## src/hw/rvfi_pkg.sv

```systemverilog
package rvfi_pkg;

  // Datapath widths
  localparam int unsigned XLEN       = 32;
  localparam int unsigned REG_ADDR_W = 5;
  localparam int unsigned CSR_ADDR_W = 12;

  // Retirement order count, wraps around
  localparam int unsigned ORDER_W = 16;

  // Kind of record presented to the trace sink
  typedef enum logic {
    KIND_INSTR = 1'b0,
    KIND_CSR   = 1'b1
  } trace_kind_e;

  // One retired instruction, 86 bits
  // rd_addr/rd_wdata are zero when no register is written or rd is x0
  typedef struct packed {
    logic [ORDER_W-1:0]    order;
    logic [XLEN-1:0]       pc;
    logic [REG_ADDR_W-1:0] rd_addr;
    logic [XLEN-1:0]       rd_wdata;
    logic                  has_csr;
  } instr_rec_t;

  // One CSR write, 60 bits
  // Shares its order value with the owning instruction record
  typedef struct packed {
    logic [ORDER_W-1:0]    order;
    logic [CSR_ADDR_W-1:0] csr_addr;
    logic [XLEN-1:0]       csr_wdata;
  } csr_rec_t;

endpackage

```

## src/hw/rvfi_trace_fifo.sv

```systemverilog
module rvfi_trace_fifo #(
  parameter int unsigned DEPTH     = 4,
  parameter type         T_PAYLOAD = logic
) (
  input  logic     clk_i,
  input  logic     rst_n_i,

  input  logic     push_i,
  input  T_PAYLOAD push_data_i,
  input  logic     pop_i,

  output logic     full_o,
  output logic     empty_o,
  output T_PAYLOAD head_o
);

  localparam int unsigned PTR_W = $clog2(DEPTH);

  localparam logic [PTR_W:0] FULL_CNT = (PTR_W + 1)'(DEPTH);

  if (DEPTH < 2 || (DEPTH & (DEPTH - 1)) != 0) begin : g_depth_check
    $error("rvfi_trace_fifo: DEPTH must be a power of two and at least 2");
  end

  T_PAYLOAD         mem [DEPTH];
  logic [PTR_W-1:0] wr_ptr_q;
  logic [PTR_W-1:0] rd_ptr_q;
  logic [PTR_W:0]   count_q;

  assign full_o  = (count_q == FULL_CNT);
  assign empty_o = (count_q == '0);
  assign head_o  = mem[rd_ptr_q];

  // Storage, pointers wrap naturally at a power-of-two depth
  always_ff @(posedge clk_i) begin
    if (push_i) begin
      mem[wr_ptr_q] <= push_data_i;
    end
  end

  always_ff @(posedge clk_i) begin
    if (!rst_n_i) begin
      wr_ptr_q <= '0;
      rd_ptr_q <= '0;
      count_q  <= '0;
    end else begin
      if (push_i) begin
        wr_ptr_q <= wr_ptr_q + 1'b1;
      end
      if (pop_i) begin
        rd_ptr_q <= rd_ptr_q + 1'b1;
      end
      case ({push_i, pop_i})
        2'b10:   count_q <= count_q + 1'b1;
        2'b01:   count_q <= count_q - 1'b1;
        default: count_q <= count_q;
      endcase
    end
  end

  // Writer checks full in a different module, reader checks empty in another
  a_no_push_full : assert property (
    @(posedge clk_i) disable iff (!rst_n_i)
    push_i |-> !full_o
  ) else $error("push into full FIFO");

  a_no_pop_empty : assert property (
    @(posedge clk_i) disable iff (!rst_n_i)
    pop_i |-> !empty_o
  ) else $error("pop from empty FIFO");

endmodule

```

## src/hw/rvfi_retire_capture.sv

```systemverilog
module rvfi_retire_capture (
  input  logic                            clk_i,
  input  logic                            rst_n_i,

  // Writeback retirement port
  input  logic                            wb_valid_i,
  output logic                            wb_ready_o,
  input  logic [rvfi_pkg::XLEN-1:0]       pc_wb_i,
  input  logic                            rf_we_wb_i,
  input  logic [rvfi_pkg::REG_ADDR_W-1:0] rf_addr_wb_i,
  input  logic [rvfi_pkg::XLEN-1:0]       rf_wdata_wb_i,
  input  logic                            csr_we_i,
  input  logic [rvfi_pkg::CSR_ADDR_W-1:0] csr_addr_i,
  input  logic [rvfi_pkg::XLEN-1:0]       csr_wdata_i,

  // Record FIFO write side
  input  logic                            instr_full_i,
  input  logic                            csr_full_i,
  output logic                            instr_push_o,
  output rvfi_pkg::instr_rec_t            instr_data_o,
  output logic                            csr_push_o,
  output rvfi_pkg::csr_rec_t              csr_data_o
);

  logic [rvfi_pkg::ORDER_W-1:0] order_q;
  logic                         accept;
  logic                         rd_valid;

  // Both FIFOs need room since a retirement may push into each
  assign wb_ready_o = !instr_full_i && !csr_full_i;
  assign accept     = wb_valid_i && wb_ready_o;

  // x0 writes and non-writing instructions report rd = 0, data = 0
  assign rd_valid = rf_we_wb_i && (rf_addr_wb_i != '0);

  assign instr_push_o = accept;
  assign csr_push_o   = accept && csr_we_i;

  always_comb begin
    instr_data_o.order    = order_q;
    instr_data_o.pc       = pc_wb_i;
    instr_data_o.rd_addr  = rd_valid ? rf_addr_wb_i : '0;
    instr_data_o.rd_wdata = rd_valid ? rf_wdata_wb_i : '0;
    instr_data_o.has_csr  = csr_we_i;

    csr_data_o.order      = order_q;
    csr_data_o.csr_addr   = csr_addr_i;
    csr_data_o.csr_wdata  = csr_wdata_i;
  end

  // Order count advances on the accepting edge
  always_ff @(posedge clk_i) begin
    if (!rst_n_i) begin
      order_q <= '0;
    end else if (accept) begin
      order_q <= order_q + 1'b1;
    end
  end

  // A stalled source keeps its retirement steady until it is taken
  a_wb_hold_stable : assert property (
    @(posedge clk_i) disable iff (!rst_n_i)
    wb_valid_i && !wb_ready_o |=>
      wb_valid_i &&
      $stable({pc_wb_i, rf_we_wb_i, rf_addr_wb_i, rf_wdata_wb_i,
               csr_we_i, csr_addr_i, csr_wdata_i})
  ) else $error("writeback fields changed while stalled");

endmodule

```

## src/hw/rvfi_trace_emitter.sv

```systemverilog
module rvfi_trace_emitter (
  input  logic                                   clk_i,
  input  logic                                   rst_n_i,

  // Record FIFO read side
  input  logic                                   instr_empty_i,
  input  rvfi_pkg::instr_rec_t                   instr_head_i,
  output logic                                   instr_pop_o,
  input  logic                                   csr_empty_i,
  input  rvfi_pkg::csr_rec_t                     csr_head_i,
  output logic                                   csr_pop_o,

  // Four-phase trace port
  output logic                                   trace_req_o,
  input  logic                                   trace_ack_i,
  output rvfi_pkg::trace_kind_e                  trace_kind_o,
  output logic [rvfi_pkg::ORDER_W-1:0]           trace_order_o,
  output logic [rvfi_pkg::XLEN-1:0]              trace_pc_o,
  output logic [rvfi_pkg::REG_ADDR_W-1:0]        trace_rd_addr_o,
  output logic [rvfi_pkg::XLEN-1:0]              trace_rd_wdata_o,
  output logic [rvfi_pkg::CSR_ADDR_W-1:0]        trace_csr_addr_o,
  output logic [rvfi_pkg::XLEN-1:0]              trace_csr_wdata_o
);

  typedef enum logic [1:0] {
    IDLE,
    REQ,
    WAIT_ACK_LOW
  } state_e;

  state_e state_q;
  state_e state_d;
  logic   pending_csr_q;
  logic   pending_csr_d;

  always_comb begin
    state_d       = state_q;
    pending_csr_d = pending_csr_q;
    instr_pop_o   = 1'b0;
    csr_pop_o     = 1'b0;
    case (state_q)
      IDLE: begin
        // Only start a new record once the sink has released ack
        if (!trace_ack_i) begin
          if (pending_csr_q) begin
            if (!csr_empty_i) begin
              csr_pop_o     = 1'b1;
              pending_csr_d = 1'b0;
              state_d       = REQ;
            end
          end else if (!instr_empty_i) begin
            instr_pop_o   = 1'b1;
            pending_csr_d = instr_head_i.has_csr;
            state_d       = REQ;
          end
        end
      end
      REQ: begin
        if (trace_ack_i) begin
          state_d = WAIT_ACK_LOW;
        end
      end
      WAIT_ACK_LOW: begin
        if (!trace_ack_i) begin
          state_d = IDLE;
        end
      end
      default: state_d = IDLE;
    endcase
  end

  always_ff @(posedge clk_i) begin
    if (!rst_n_i) begin
      state_q       <= IDLE;
      pending_csr_q <= 1'b0;
    end else begin
      state_q       <= state_d;
      pending_csr_q <= pending_csr_d;
    end
  end

  assign trace_req_o = (state_q == REQ);

  // Output record is loaded together with the pop
  always_ff @(posedge clk_i) begin
    if (instr_pop_o) begin
      trace_kind_o      <= rvfi_pkg::KIND_INSTR;
      trace_order_o     <= instr_head_i.order;
      trace_pc_o        <= instr_head_i.pc;
      trace_rd_addr_o   <= instr_head_i.rd_addr;
      trace_rd_wdata_o  <= instr_head_i.rd_wdata;
      trace_csr_addr_o  <= '0;
      trace_csr_wdata_o <= '0;
    end else if (csr_pop_o) begin
      trace_kind_o      <= rvfi_pkg::KIND_CSR;
      trace_order_o     <= csr_head_i.order;
      trace_pc_o        <= '0;
      trace_rd_addr_o   <= '0;
      trace_rd_wdata_o  <= '0;
      trace_csr_addr_o  <= csr_head_i.csr_addr;
      trace_csr_wdata_o <= csr_head_i.csr_wdata;
    end
  end

  a_data_stable : assert property (
    @(posedge clk_i) disable iff (!rst_n_i)
    trace_req_o |=> !trace_req_o ||
      $stable({trace_kind_o, trace_order_o, trace_pc_o, trace_rd_addr_o,
               trace_rd_wdata_o, trace_csr_addr_o, trace_csr_wdata_o})
  ) else $error("trace data changed while req high");

  // Capture pushes the CSR record on the same edge as its instruction
  a_csr_ready : assert property (
    @(posedge clk_i) disable iff (!rst_n_i)
    (state_q == IDLE) && pending_csr_q |-> !csr_empty_i
  ) else $error("CSR record due but CSR FIFO empty");

endmodule

```

## src/hw/rvfi_trace_top.sv

```systemverilog
module rvfi_trace_top #(
  parameter int unsigned INSTR_DEPTH = 4,
  parameter int unsigned CSR_DEPTH   = 2
) (
  input  logic                            clk_i,
  input  logic                            rst_n_i,

  // Writeback retirement port
  input  logic                            wb_valid_i,
  output logic                            wb_ready_o,
  input  logic [rvfi_pkg::XLEN-1:0]       pc_wb_i,
  input  logic                            rf_we_wb_i,
  input  logic [rvfi_pkg::REG_ADDR_W-1:0] rf_addr_wb_i,
  input  logic [rvfi_pkg::XLEN-1:0]       rf_wdata_wb_i,
  input  logic                            csr_we_i,
  input  logic [rvfi_pkg::CSR_ADDR_W-1:0] csr_addr_i,
  input  logic [rvfi_pkg::XLEN-1:0]       csr_wdata_i,

  // Trace sink port
  output logic                            trace_req_o,
  input  logic                            trace_ack_i,
  output rvfi_pkg::trace_kind_e           trace_kind_o,
  output logic [rvfi_pkg::ORDER_W-1:0]    trace_order_o,
  output logic [rvfi_pkg::XLEN-1:0]       trace_pc_o,
  output logic [rvfi_pkg::REG_ADDR_W-1:0] trace_rd_addr_o,
  output logic [rvfi_pkg::XLEN-1:0]       trace_rd_wdata_o,
  output logic [rvfi_pkg::CSR_ADDR_W-1:0] trace_csr_addr_o,
  output logic [rvfi_pkg::XLEN-1:0]       trace_csr_wdata_o
);

  logic                 instr_push;
  rvfi_pkg::instr_rec_t instr_push_data;
  logic                 instr_full;
  logic                 instr_empty;
  rvfi_pkg::instr_rec_t instr_head;
  logic                 instr_pop;

  logic                 csr_push;
  rvfi_pkg::csr_rec_t   csr_push_data;
  logic                 csr_full;
  logic                 csr_empty;
  rvfi_pkg::csr_rec_t   csr_head;
  logic                 csr_pop;

  rvfi_retire_capture u_capture (
    .clk_i         (clk_i),
    .rst_n_i       (rst_n_i),
    .wb_valid_i    (wb_valid_i),
    .wb_ready_o    (wb_ready_o),
    .pc_wb_i       (pc_wb_i),
    .rf_we_wb_i    (rf_we_wb_i),
    .rf_addr_wb_i  (rf_addr_wb_i),
    .rf_wdata_wb_i (rf_wdata_wb_i),
    .csr_we_i      (csr_we_i),
    .csr_addr_i    (csr_addr_i),
    .csr_wdata_i   (csr_wdata_i),
    .instr_full_i  (instr_full),
    .csr_full_i    (csr_full),
    .instr_push_o  (instr_push),
    .instr_data_o  (instr_push_data),
    .csr_push_o    (csr_push),
    .csr_data_o    (csr_push_data)
  );

  rvfi_trace_fifo #(
    .DEPTH     (INSTR_DEPTH),
    .T_PAYLOAD (rvfi_pkg::instr_rec_t)
  ) u_instr_fifo (
    .clk_i       (clk_i),
    .rst_n_i     (rst_n_i),
    .push_i      (instr_push),
    .push_data_i (instr_push_data),
    .pop_i       (instr_pop),
    .full_o      (instr_full),
    .empty_o     (instr_empty),
    .head_o      (instr_head)
  );

  rvfi_trace_fifo #(
    .DEPTH     (CSR_DEPTH),
    .T_PAYLOAD (rvfi_pkg::csr_rec_t)
  ) u_csr_fifo (
    .clk_i       (clk_i),
    .rst_n_i     (rst_n_i),
    .push_i      (csr_push),
    .push_data_i (csr_push_data),
    .pop_i       (csr_pop),
    .full_o      (csr_full),
    .empty_o     (csr_empty),
    .head_o      (csr_head)
  );

  rvfi_trace_emitter u_emitter (
    .clk_i             (clk_i),
    .rst_n_i           (rst_n_i),
    .instr_empty_i     (instr_empty),
    .instr_head_i      (instr_head),
    .instr_pop_o       (instr_pop),
    .csr_empty_i       (csr_empty),
    .csr_head_i        (csr_head),
    .csr_pop_o         (csr_pop),
    .trace_req_o       (trace_req_o),
    .trace_ack_i       (trace_ack_i),
    .trace_kind_o      (trace_kind_o),
    .trace_order_o     (trace_order_o),
    .trace_pc_o        (trace_pc_o),
    .trace_rd_addr_o   (trace_rd_addr_o),
    .trace_rd_wdata_o  (trace_rd_wdata_o),
    .trace_csr_addr_o  (trace_csr_addr_o),
    .trace_csr_wdata_o (trace_csr_wdata_o)
  );

endmodule

```

## config.mk

```make
export PLATFORM = sky130hd
export DESIGN_NAME = rvfi_trace_top
export DESIGN_NICKNAME = d
export VERILOG_FILES = /design/src/hw/rvfi_pkg.sv /design/src/hw/rvfi_trace_fifo.sv /design/src/hw/rvfi_retire_capture.sv /design/src/hw/rvfi_trace_emitter.sv /design/src/hw/rvfi_trace_top.sv
export SDC_FILE = /design/constraint.sdc
export NUM_CORES = 1
export LEC_CHECK = 0
export ABC_AREA = 1
export BUFFER_PORTS_ARGS = -buffer_cell sky130_fd_sc_hd__buf_2
export CORE_MARGIN = 8
export CORE_UTILIZATION = 45
export DETAILED_ROUTE_END_ITERATION = 16
export HOLD_SLACK_MARGIN = 0.06
export PLACE_DENSITY = 0.74
export SYNTH_ARGS = -nofsm -noshare
export SYNTH_HDL_FRONTEND = slang
export SYNTH_SLANG_ARGS = --single-unit
```

## constraint.sdc

```tcl
create_clock -name clk_i -period 6.8 [get_ports clk_i]
set_input_delay 1.36 -clock clk_i [delete_from_list [all_inputs] [get_ports clk_i]]
set_output_delay 1.36 -clock clk_i [all_outputs]
set_load 0.005 [all_outputs]
```

==> flow_summary_export.csv, run 1 <==
group,metric,value,unit
timing,final.period_utilization,52.6,%
critical_path,end_kind,"flop",
drt,drt-initial-drc-count,1196,
synth,synth_area,23800,um^2
synth,synthDistinctLibCells,35,
drt,ant_nets,0,
synth,synth_edf_count,549,
timing,setup_tns,0,ns
timing,fin_crit,3.57,ns
flow_run,cap_violations,0,
timing,slew_violations,0,
synth,yosys.area.top_type,"edfxtp_1",
die,die_w,246,um
drt,viasPerCell,5.22,
timing,timing.final.ws_setup,3.23,ns
global_route,grt_pass1_vias,14800,
cts,cts_tree,"built",
global_route,grt-ovfl-total,0,
timing,finalSetupViolCount,0,
cts,clockRootBuffer,"clkbuf_16",
cts,cts_buffers,58,
global_route,antenna_found_initial,9,
pwr,p_leak,0.0103,uW
drt,dr.pass1.iters,5,
layout,nets,2151,
layout,post-route-util,52.1,%
timing,relSlewSlack,19.0,%
placement,place_inst,2652,
min_path,hold_path_class,"flop to flop",
die,design.core.area,52400,um^2
global_route,grt_max_degree,109,
timing,final_hold_viol_count,0,
critical_path,startpoint_type,"input pin",
critical_path,required,7.07,ns
synth,syn_avg_cell_area,13.3,um^2
critical_path,cp_max_fo,67,
synth,synthTopCellsByArea,"edfxtp_1, dfxtp_1, nor2_1",
layout,num-fill-cells,4223,
cts,clock_sinks,627,
synth,synthArstFlopShare,0,%
cts,ctsResizeCount,0,
global_route,grt_util_all_layers,17.0,%
drt,post_drt_wl_per_cell,19.2,um
timing,worst_slew_pin_slew,1.21,ns
cts,post_cts_buffers,0,
die,rows,84,
synth,yosys_most_used_dff,"edfxtp_1",
cts,path_clk_slew,0.06,ns
layout,areaGrowthSynthToFinish,15.1,%
cts,cts_hold_buffers,0,
drt,drt_wl_total,53.1,mm
timing,max_clock_freq,0.280,GHz
cts,worstSkewPairLatency,0.60,ns
cts,htreeDepth,2,
run_status,status,"finished clean",
synth,synth_seq_area_share,75.9,%
critical_path,crit_type,"input pin to flop",
placement,dp_hpwl,31.0,mm
placement,portBuffers,250,
die,die_h,246,um
synth,yosys_register_bits,627,
layout,layout.cells.non_filler,2767,
synth,ys_warn_count,0,
die,die_area,60400,um^2
layout,drive_gt1_share,20.0,%
pwr,ir_drop,0.244,mV
die,start_util,45.3,%
synth,synthDominantCellAreaShare,69.4,%
placement,routabilityCongestion,0.805,
placement,post-place-ws,2.56,ns
synth,yosysMostFrequentCell,"edfxtp_1",
synth,synthCells,1790,
synth,syn-num-nets,1917,
cts,cts_buffer_depth,3,
timing,rsz0062_at_grt,"no",
global_route,grt_pass1_wl,81.3,mm
timing,fin_skew,0.0160,ns
pwr,p_total,9970,uW
drt,drcViolationCount,0,
die,ios,251,
synth,synth_commonest_cells,"edfxtp_1, nor2_1, nand2_1",
pwr,p_per_area,365,nW/um^2
critical_path,cp.arrival,3.84,ns
drt,vias,14500,
routing by layer:
metal | share of wire (%) | vias up | GRT usage (%)
met2 | 51 | 384 | 29.6
met1 | 40 | 7154 | 20.6
met3 | 5.1 | 114 | 2.56
li1 | - | 6801 | -
met4 | 3.7 | 2 | 7.96
met5 | 0.024 | - | 0
kinds of logic (layout without fill, tap and decap cells):
group | Yosys count | count (layout) | share of synthesized area [%]
AO/OA/AOI/OAI | 353 | 353 | 7.88
XOR/XNOR | 1 | 1 | 0.0369
adder cells (fa/ha/maj) | 8 | 8 | 0.453
buffers and inverters | 233 | 513 | 4.51
flip-flops | 627 | 627 | 75.9
multiplexers | 60 | 60 | 2.76
other | 0 | 9 | 0
AND/OR/NAND/NOR | 508 | 508 | 8.44
registers in the layout, summed over array words and instances, names as in the netlist, named ones only:
name                         flops
u_instr_fifo.mem               344
u_csr_fifo.mem                 120
u_emitter.trace_csr_wdata_o     32
u_emitter.trace_pc_o            32
u_emitter.trace_rd_wdata_o      32
u_capture.order_q               16
u_emitter.trace_order_o         16
u_emitter.trace_csr_addr_o      12
u_emitter.trace_rd_addr_o        5
u_instr_fifo.count_q             3
u_csr_fifo.count_q               2
u_emitter.state_q                2
u_instr_fifo.rd_ptr_q            2
u_instr_fifo.wr_ptr_q            2
u_csr_fifo.rd_ptr_q              1
u_csr_fifo.wr_ptr_q              1
u_emitter.pending_csr_q          1
u_emitter.trace_kind_o           1
final timing paths:
check | cells past startpoint | to | start | slack [ns]
hold reg to reg | 2 | u_emitter.trace_csr_wdata_o[26] | u_emitter.trace_csr_wdata_o[26] | 0.46
hold / removal | 2 | u_emitter.trace_csr_wdata_o[26] | u_emitter.trace_csr_wdata_o[26] | 0.46
setup / recovery | 7 | u_emitter.trace_order_o[1] | trace_ack_i | 3.23
setup reg to reg | 6 | u_emitter.trace_pc_o[12] | flop | 3.56
area by class of cell:
class                      instances  area (um^2)  share of cell area, %
sequential                       627        18100                   66.0
multi-input combinational        930         4700                   17.2
clock buffer                      72         1500                   5.50
timing repair buffer             268         1400                   5.11
tap                              688          861                   3.15
inverter                         139          529                   1.94
clock inverter                    34          277                   1.01
antenna                            9         22.5                 0.0823
layout by cell type (no fill, tap or decap), types with 2 or more instances in the layout:
master	synthesis	routed
nand2_4	1	2
inv_2	3	3
inv_1	133	133
buf_4	12	17
nand2_2	1	2
nor2_4	1	7
o21ai_1	29	29
clkinv_4	1	2
nand2_1	223	221
clkbuf_1	29	14
ha_1	7	7
dfxtp_1	78	75
dfxtp_2	0	2
nand3_1	15	15
clkinv_1	1	15
edfxtp_1	549	549
nor2_1	252	247
clkbuf_16	0	58
nand4_1	2	2
o22ai_1	85	85
nor3b_1	2	2
mux2i_1	16	16
buf_2	38	250
clkinvlp_4	0	2
bufinv_16	0	4
nor3_1	4	4
o21ai_0	171	171
diode_2	0	9
mux2_2	44	44
a21oi_1	68	68
clkinv_2	0	11
nor2_2	3	2
stage by stage:
step / hold slack [ns] / instance area (um^2)
after floorplan: 0.433 / 23800
after global placement: 0.433 / 25500
after detailed placement: 0.454 / 25500
after CTS: 0.463 / 27300
after global routing: 0.486 / 27300
final: 0.463 / 27400
critical path, stage by stage:
cell     delay [ns]
buf_2          0.11
inv_1          0.14
nand2_4        0.09
inv_2          0.09
nand3_4        0.47
nand2_4        1.01
buf_4          0.46
report_power, final:
group          internal, uW  leakage [uW]  switching (uW)
Clock                  1720      0.000869            1340
Combinational           565       0.00363            1260
Sequential             4820       0.00577             263
Total                  7110        0.0103            2860
Power figures use the tool's default switching activity.
==> run 2: changes to the inputs <==
- clock period: 6.8 -> 3.7 ns (I/O delays scaled with it)
==> run 2 against run 1 <==
Sequential power up 80%. Global-route usage is 0.21 points higher. Routed wire length is 0.77% higher. Non-clock buffer count is 8 higher. First-iteration DRC count is 3.7% higher. Critical path type is now flop to flop. Largest power group unchanged.
==> flow_summary_export.csv, run 2 (synthesis gave the netlist of run 1 again) <==
group,metric,value,unit
run_status,status,"finished clean",
critical_path,r2r-start,"u_instr_fifo.count_q[1]",
cts,ctsResizeCount,0,
layout,largest_register,"u_instr_fifo.mem",
cts,htreeDepth,2,
critical_path,required,4.19,ns
layout,drive_gt1_share,20.7,%
layout,reg_top3,"u_instr_fifo.mem: 344 flops, u_csr_fifo.mem: 120 flops",
critical_path,path_cells,"nor2_1, nand2_1, nand3_2, buf_4, ha_1, inv_1, fa_1, a21oi_1, o21ai_0, o21ai_0, a21oi_1",
timing,slew_violations,0,
timing,fin_crit,2.33,ns
cts,clockRootBuffer,"clkbuf_16",
global_route,grt_max_degree,173,
drt,vias,14500,
global_route,antenna_found_initial,5,
layout,multiInputGateArea,4700,um^2
drt,dr.pass1.iters,5,
die,ios,251,
critical_path,worstSetupStartpoint,"u_instr_fifo.count_q[1]",
layout,nets,2160,
placement,portBuffers,250,
placement,dp_hpwl,31.6,mm
global_route,grt_util_all_layers,17.2,%
pwr,p_per_area,681,nW/um^2
critical_path,startpoint_type,"flop",
layout,regArea,18100,um^2
cts,clock_sinks,627,
die,die_w,246,um
cts,cts_buffers,59,
layout,areaGrowthSynthToFinish,16.7,%
drt,drt-initial-drc-count,1240,
min_path,hold_path_class,"input pin to flop",
critical_path,cp_max_fo,24,
drt,post_drt_wl_per_cell,19.3,um
min_path,min_path_cells,1,
die,rows,84,
die,die_area,60400,um^2
critical_path,cp.arrival,2.82,ns
cts,cts_buffer_depth,3,
cts,post_cts_buffers,0,
layout,most-common-layout-cells,"edfxtp_1, buf_2, nor2_1, nand2_1, o21ai_0",
layout,final_cell_area,27800,um^2
critical_path,reg2reg_depth,11,
die,start_util,45.3,%
timing,max_clock_freq,0.429,GHz
flow_run,cap_violations,0,
min_path,hold_end,"u_csr_fifo.mem[1][11]",
timing,rsz0062_at_grt,"no",
cts,worstSkewPairLatency,0.63,ns
placement,placed_area,25800,um^2
cts,cts_hold_buffers,0,
layout,num-fill-cells,4224,
layout,layout_commonest_cell,"edfxtp_1",
timing,worst_slew_pin_slew,1.03,ns
critical_path,cp_top_family,"adder cells",
timing,fin_hold_ws,0.321,ns
timing,relSlewSlack,31.3,%
drt,viasPerCell,5.21,
pwr,p_leak,0.0104,uW
die,design.core.area,52400,um^2
layout,largest_reg_flops,344,
min_path,hold_start,"csr_wdata_i[11]",
critical_path,path_buf_inv,2,
critical_path,worst-r2r-setup-slack,1.37,ns
timing,final_hold_viol_count,0,
drt,drcViolationCount,0,
placement,routabilityCongestion,0.790,
timing,final.period_utilization,63.0,%
critical_path,critPathSlowestCell,"fa_1",
critical_path,crit_type,"flop to flop",
global_route,grt_pass1_wl,82.6,mm
cts,path_clk_slew,0.06,ns
pwr,ir_drop,0.397,mV
timing,finalSetupViolCount,0,
timing,fin_skew,0.0242,ns
critical_path,r2r_end,"u_instr_fifo.count_q[2]",
critical_path,end_kind,"flop",
critical_path,slowest_delay,0.44,ns
drt,ant_nets,0,
die,die_h,246,um
drt,drt_wl_total,53.5,mm
global_route,grt_pass1_vias,14800,
global_route,grt-ovfl-total,0,
cts,cts_tree,"built",
-- run 2: worst max path at each step --
stage | endpoint | cells after the start
final | u_instr_fifo.count_q[2] | 11
after global routing | u_instr_fifo.count_q[2] | 11
after CTS | u_instr_fifo.count_q[2] | 11
after detailed placement | u_instr_fifo.count_q[2] | 10
after global placement | u_instr_fifo.count_q[2] | 10
after floorplan | u_instr_fifo.mem[0][0] | 3
-- run 2: layout make-up --
class	count	area share (%)
diodes	5	0.0451
clock buffers	66	5.49
clock inverters	46	1.66
inverters	139	1.91
multi-input cells	930	16.9
flip-flops and latches	627	65.1
well taps	688	3.10
repair buffers	276	5.80
-- run 2: report_power, final --
group | switching [uW] | internal (uW) | leakage (uW) | total, uW
clock | 2580 | 3530 | 0.000962 | 6110
combinational | 2490 | 1130 | 0.00371 | 3620
sequential | 318 | 8850 | 0.00577 | 9170
-- run 2: worst reg2reg max path, cell delays in order (launching register included) --
cell and delay (ns):
dfxtp_1 0.33, nor2_1 0.14, nand2_1 0.11, nand3_2 0.08, buf_4 0.31, ha_1 0.21, inv_1 0.08, fa_1 0.44
a21oi_1 0.14, o21ai_0 0.12, o21ai_0 0.18, a21oi_1 0.06
-- run 2: routing by layer --
layer  wire, um  GRT usage, %  up-vias
met5         23             0        -
met2      27100          29.7      408
met1      21900          21.5     7156
li1           -             -     6815
met3       2900          3.02       98
met4       1600          6.25        4
-- run 2: through the flow --
step           power [uW]  utilization [%]  std cells  setup TNS [ns]  worst slack (ns)
2_1_floorplan       11500                -       1790           -7.69           -0.0223
3_3_place_gp        12900             49.1       2660               0              1.02
3_5_place_dp        13000             49.1       2660               0              1.08
4_1_cts             19100             52.9       2772               0              1.38
5_1_grt             19800             52.9       2774               0              1.23
6_report            18900             52.9       2777               0              1.37
==> run 3: changes to the inputs <==
- clock period: 3.7 -> 2.38 ns (I/O delays scaled with it)
==> run 3 against run 2 <==
Worst hold slack got worse by 0.22 ns. Critical path depth decreased by 1. Sequential share of layout area decreased by 1.6 points. Clock skew about the same. Largest cell class unchanged. Global-route usage increased by 0.13 points. Register-to-register slack got worse by 0.94 ns. Die area unchanged. Final cell count increased by 2.1%. Critical endpoint unchanged.
==> flow_summary_export.csv, run 3 (synthesis gave the netlist of run 1 again) <==
group,metric,value,unit
placement,post-place-ws,0.209,ns
layout,areaGrowthSynthToFinish,19.7,%
timing,timing.final.ws_setup,0.433,ns
cts,cts_buffers,66,
cts,cts_buffer_depth,3,
layout,most-common-layout-cells,"edfxtp_1, buf_2, nor2_1, nand2_1, o21ai_0",
global_route,grt_pass1_vias,14900,
timing,slew_violations,0,
timing,finalSetupViolCount,0,
layout,largest_reg_flops,344,
placement,dp_hpwl,30.3,mm
cts,cts_tree,"built",
cts,clockRootBuffer,"clkbuf_16",
cts,path_clk_slew,0.06,ns
layout,regArea,18100,um^2
drt,drt-initial-drc-count,1136,
die,die_h,246,um
global_route,grt_pass1_wl,82.0,mm
global_route,use_met2,29.6,%
critical_path,startpoint_type,"flop",
layout,largest_register,"u_instr_fifo.mem",
critical_path,crit_type,"flop to flop",
critical_path,end_kind,"flop",
pwr,p_leak,0.0108,uW
die,ios,251,
drt,dr.pass1.iters,5,
die,die_area,60400,um^2
drt,ant_nets,0,
die,die_w,246,um
critical_path,required,2.84,ns
global_route,met3_usage,3.38,%
timing,worst_slew_pin_slew,0.780,ns
global_route,grt_max_degree,173,
layout,layout_commonest_cell,"edfxtp_1",
drt,post_drt_wl_per_cell,19.1,um
timing,rsz0062_at_grt,"no",
critical_path,cp_max_fo,3,
global_route,antenna_found_initial,5,
flow_run,cap_violations,0,
global_route,grtUsageMet1,20.9,%
placement,placed_area,25900,um^2
layout,nets,2214,
layout,num-fill-cells,4125,
timing,fin_skew,0.0241,ns
layout,multiInputGateArea,4720,um^2
drt,vias,14800,
critical_path,cp.arrival,2.41,ns
global_route,grt-ovfl-total,0,
min_path,hold_path_class,"input pin to flop",
placement,portBuffers,250,
die,design.core.area,52400,um^2
timing,final.period_utilization,81.8,%
placement,routabilityCongestion,0.797,
cts,worstSkewPairLatency,0.59,ns
timing,fin_crit,1.95,ns
pwr,p_total,29900,uW
timing,max_clock_freq,0.514,GHz
cts,clock_sinks,627,
layout,final_cell_area,28500,um^2
die,rows,84,
pwr,ir_drop,0.874,mV
global_route,grt_util_all_layers,17.3,%
drt,drcViolationCount,0,
pwr,p_per_area,1050,nW/um^2
drt,viasPerCell,5.22,
cts,htreeDepth,3,
run_status,status,"finished clean",
global_route,top_usage_layer,"met2",
timing,relSlewSlack,48.0,%
die,start_util,45.3,%
timing,final_hold_viol_count,0,
layout,drive_gt1_share,21.0,%
layout,reg_top3,"u_instr_fifo.mem: 344 flops, u_csr_fifo.mem: 120 flops",
drt,drt_wl_total,54.1,mm
run 3: changes by cell type in the layout (fill, tap and decap cells not counted), sizes merged, moves of 3 or more:
cell	delta
buf	+3
dlygate4sd3	+44
clkbuf	+25
bufinv	-6
diode	+3
clkinv	-11
run 3: layout make-up:
type                    count  area share, %
multi-input cells         930           16.6
repair buffers            323           7.59
well taps                 688           3.02
flip-flops and latches    627           63.4
diodes                      8         0.0703
clock buffers              91           6.56
clock inverters            29          0.884
inverters                 139           1.86
run 3: path summary, 6_finish.rpt:
check / to / from / slack (ns) / cells past startpoint
worst max-delay path: u_instr_fifo.count_q[2] / u_emitter.state_q[0] / 0.43 / 10
worst min-delay path: u_csr_fifo.mem[1][11] / csr_wdata_i[11] / 0.10 / 1
worst max register to register: u_instr_fifo.count_q[2] / u_emitter.state_q[0] / 0.43 / 10
worst min register to register: flop / u_instr_fifo.rd_ptr_q[1] / 0.46 / 2
run 3: where the power goes:
group / internal, uW / switching, uW
registers: 13800 / 496
logic: 1880 / 3890
clock network: 5760 / 4120
total: 21400 / 8500
run 3: what timing repair did:
| item | CTS | global route |
|---|---|---|
| hold buffers | 44 | 0 |
| hold endpoints to repair | 85 | 0 |
| gates resized for setup | 0 | 0 |
| setup buffers | 0 | 0 |
run 3: per-stage QoR:
| step | TNS, ns | instances | utilization, % | hold slack, ns |
|---|---|---|---|---|
| 2_1_floorplan | -62.14 | 1790 | - | 0.433 |
| 3_3_place_gp | 0 | 2663 | 49.4 | 0.434 |
| 3_5_place_dp | 0 | 2663 | 49.4 | 0.448 |
| 4_1_cts | 0 | 2827 | 54.2 | 0.0628 |
| 5_1_grt | 0 | 2831 | 54.3 | 0.0784 |
| 6_report | 0 | 2835 | 54.3 | 0.100 |
run 3: worst max-delay path, stage by stage (launching register included):
cell and delay, ns:
dfxtp_1 0.35, nor2_4 0.15, nand2_4 0.08, nor2_8 0.13, ha_1 0.14, inv_1 0.07, fa_1 0.43, a21oi_1 0.15
o21ai_0 0.11, o21ai_0 0.15, a21oi_1 0.06
run 3: per-layer routing:
metal / up-vias / wire length (um)
met5: - / 0
met4: 0 / 1990
met3: 115 / 3390
met2: 481 / 27300
met1: 7281 / 21400
li1: 6923 / -
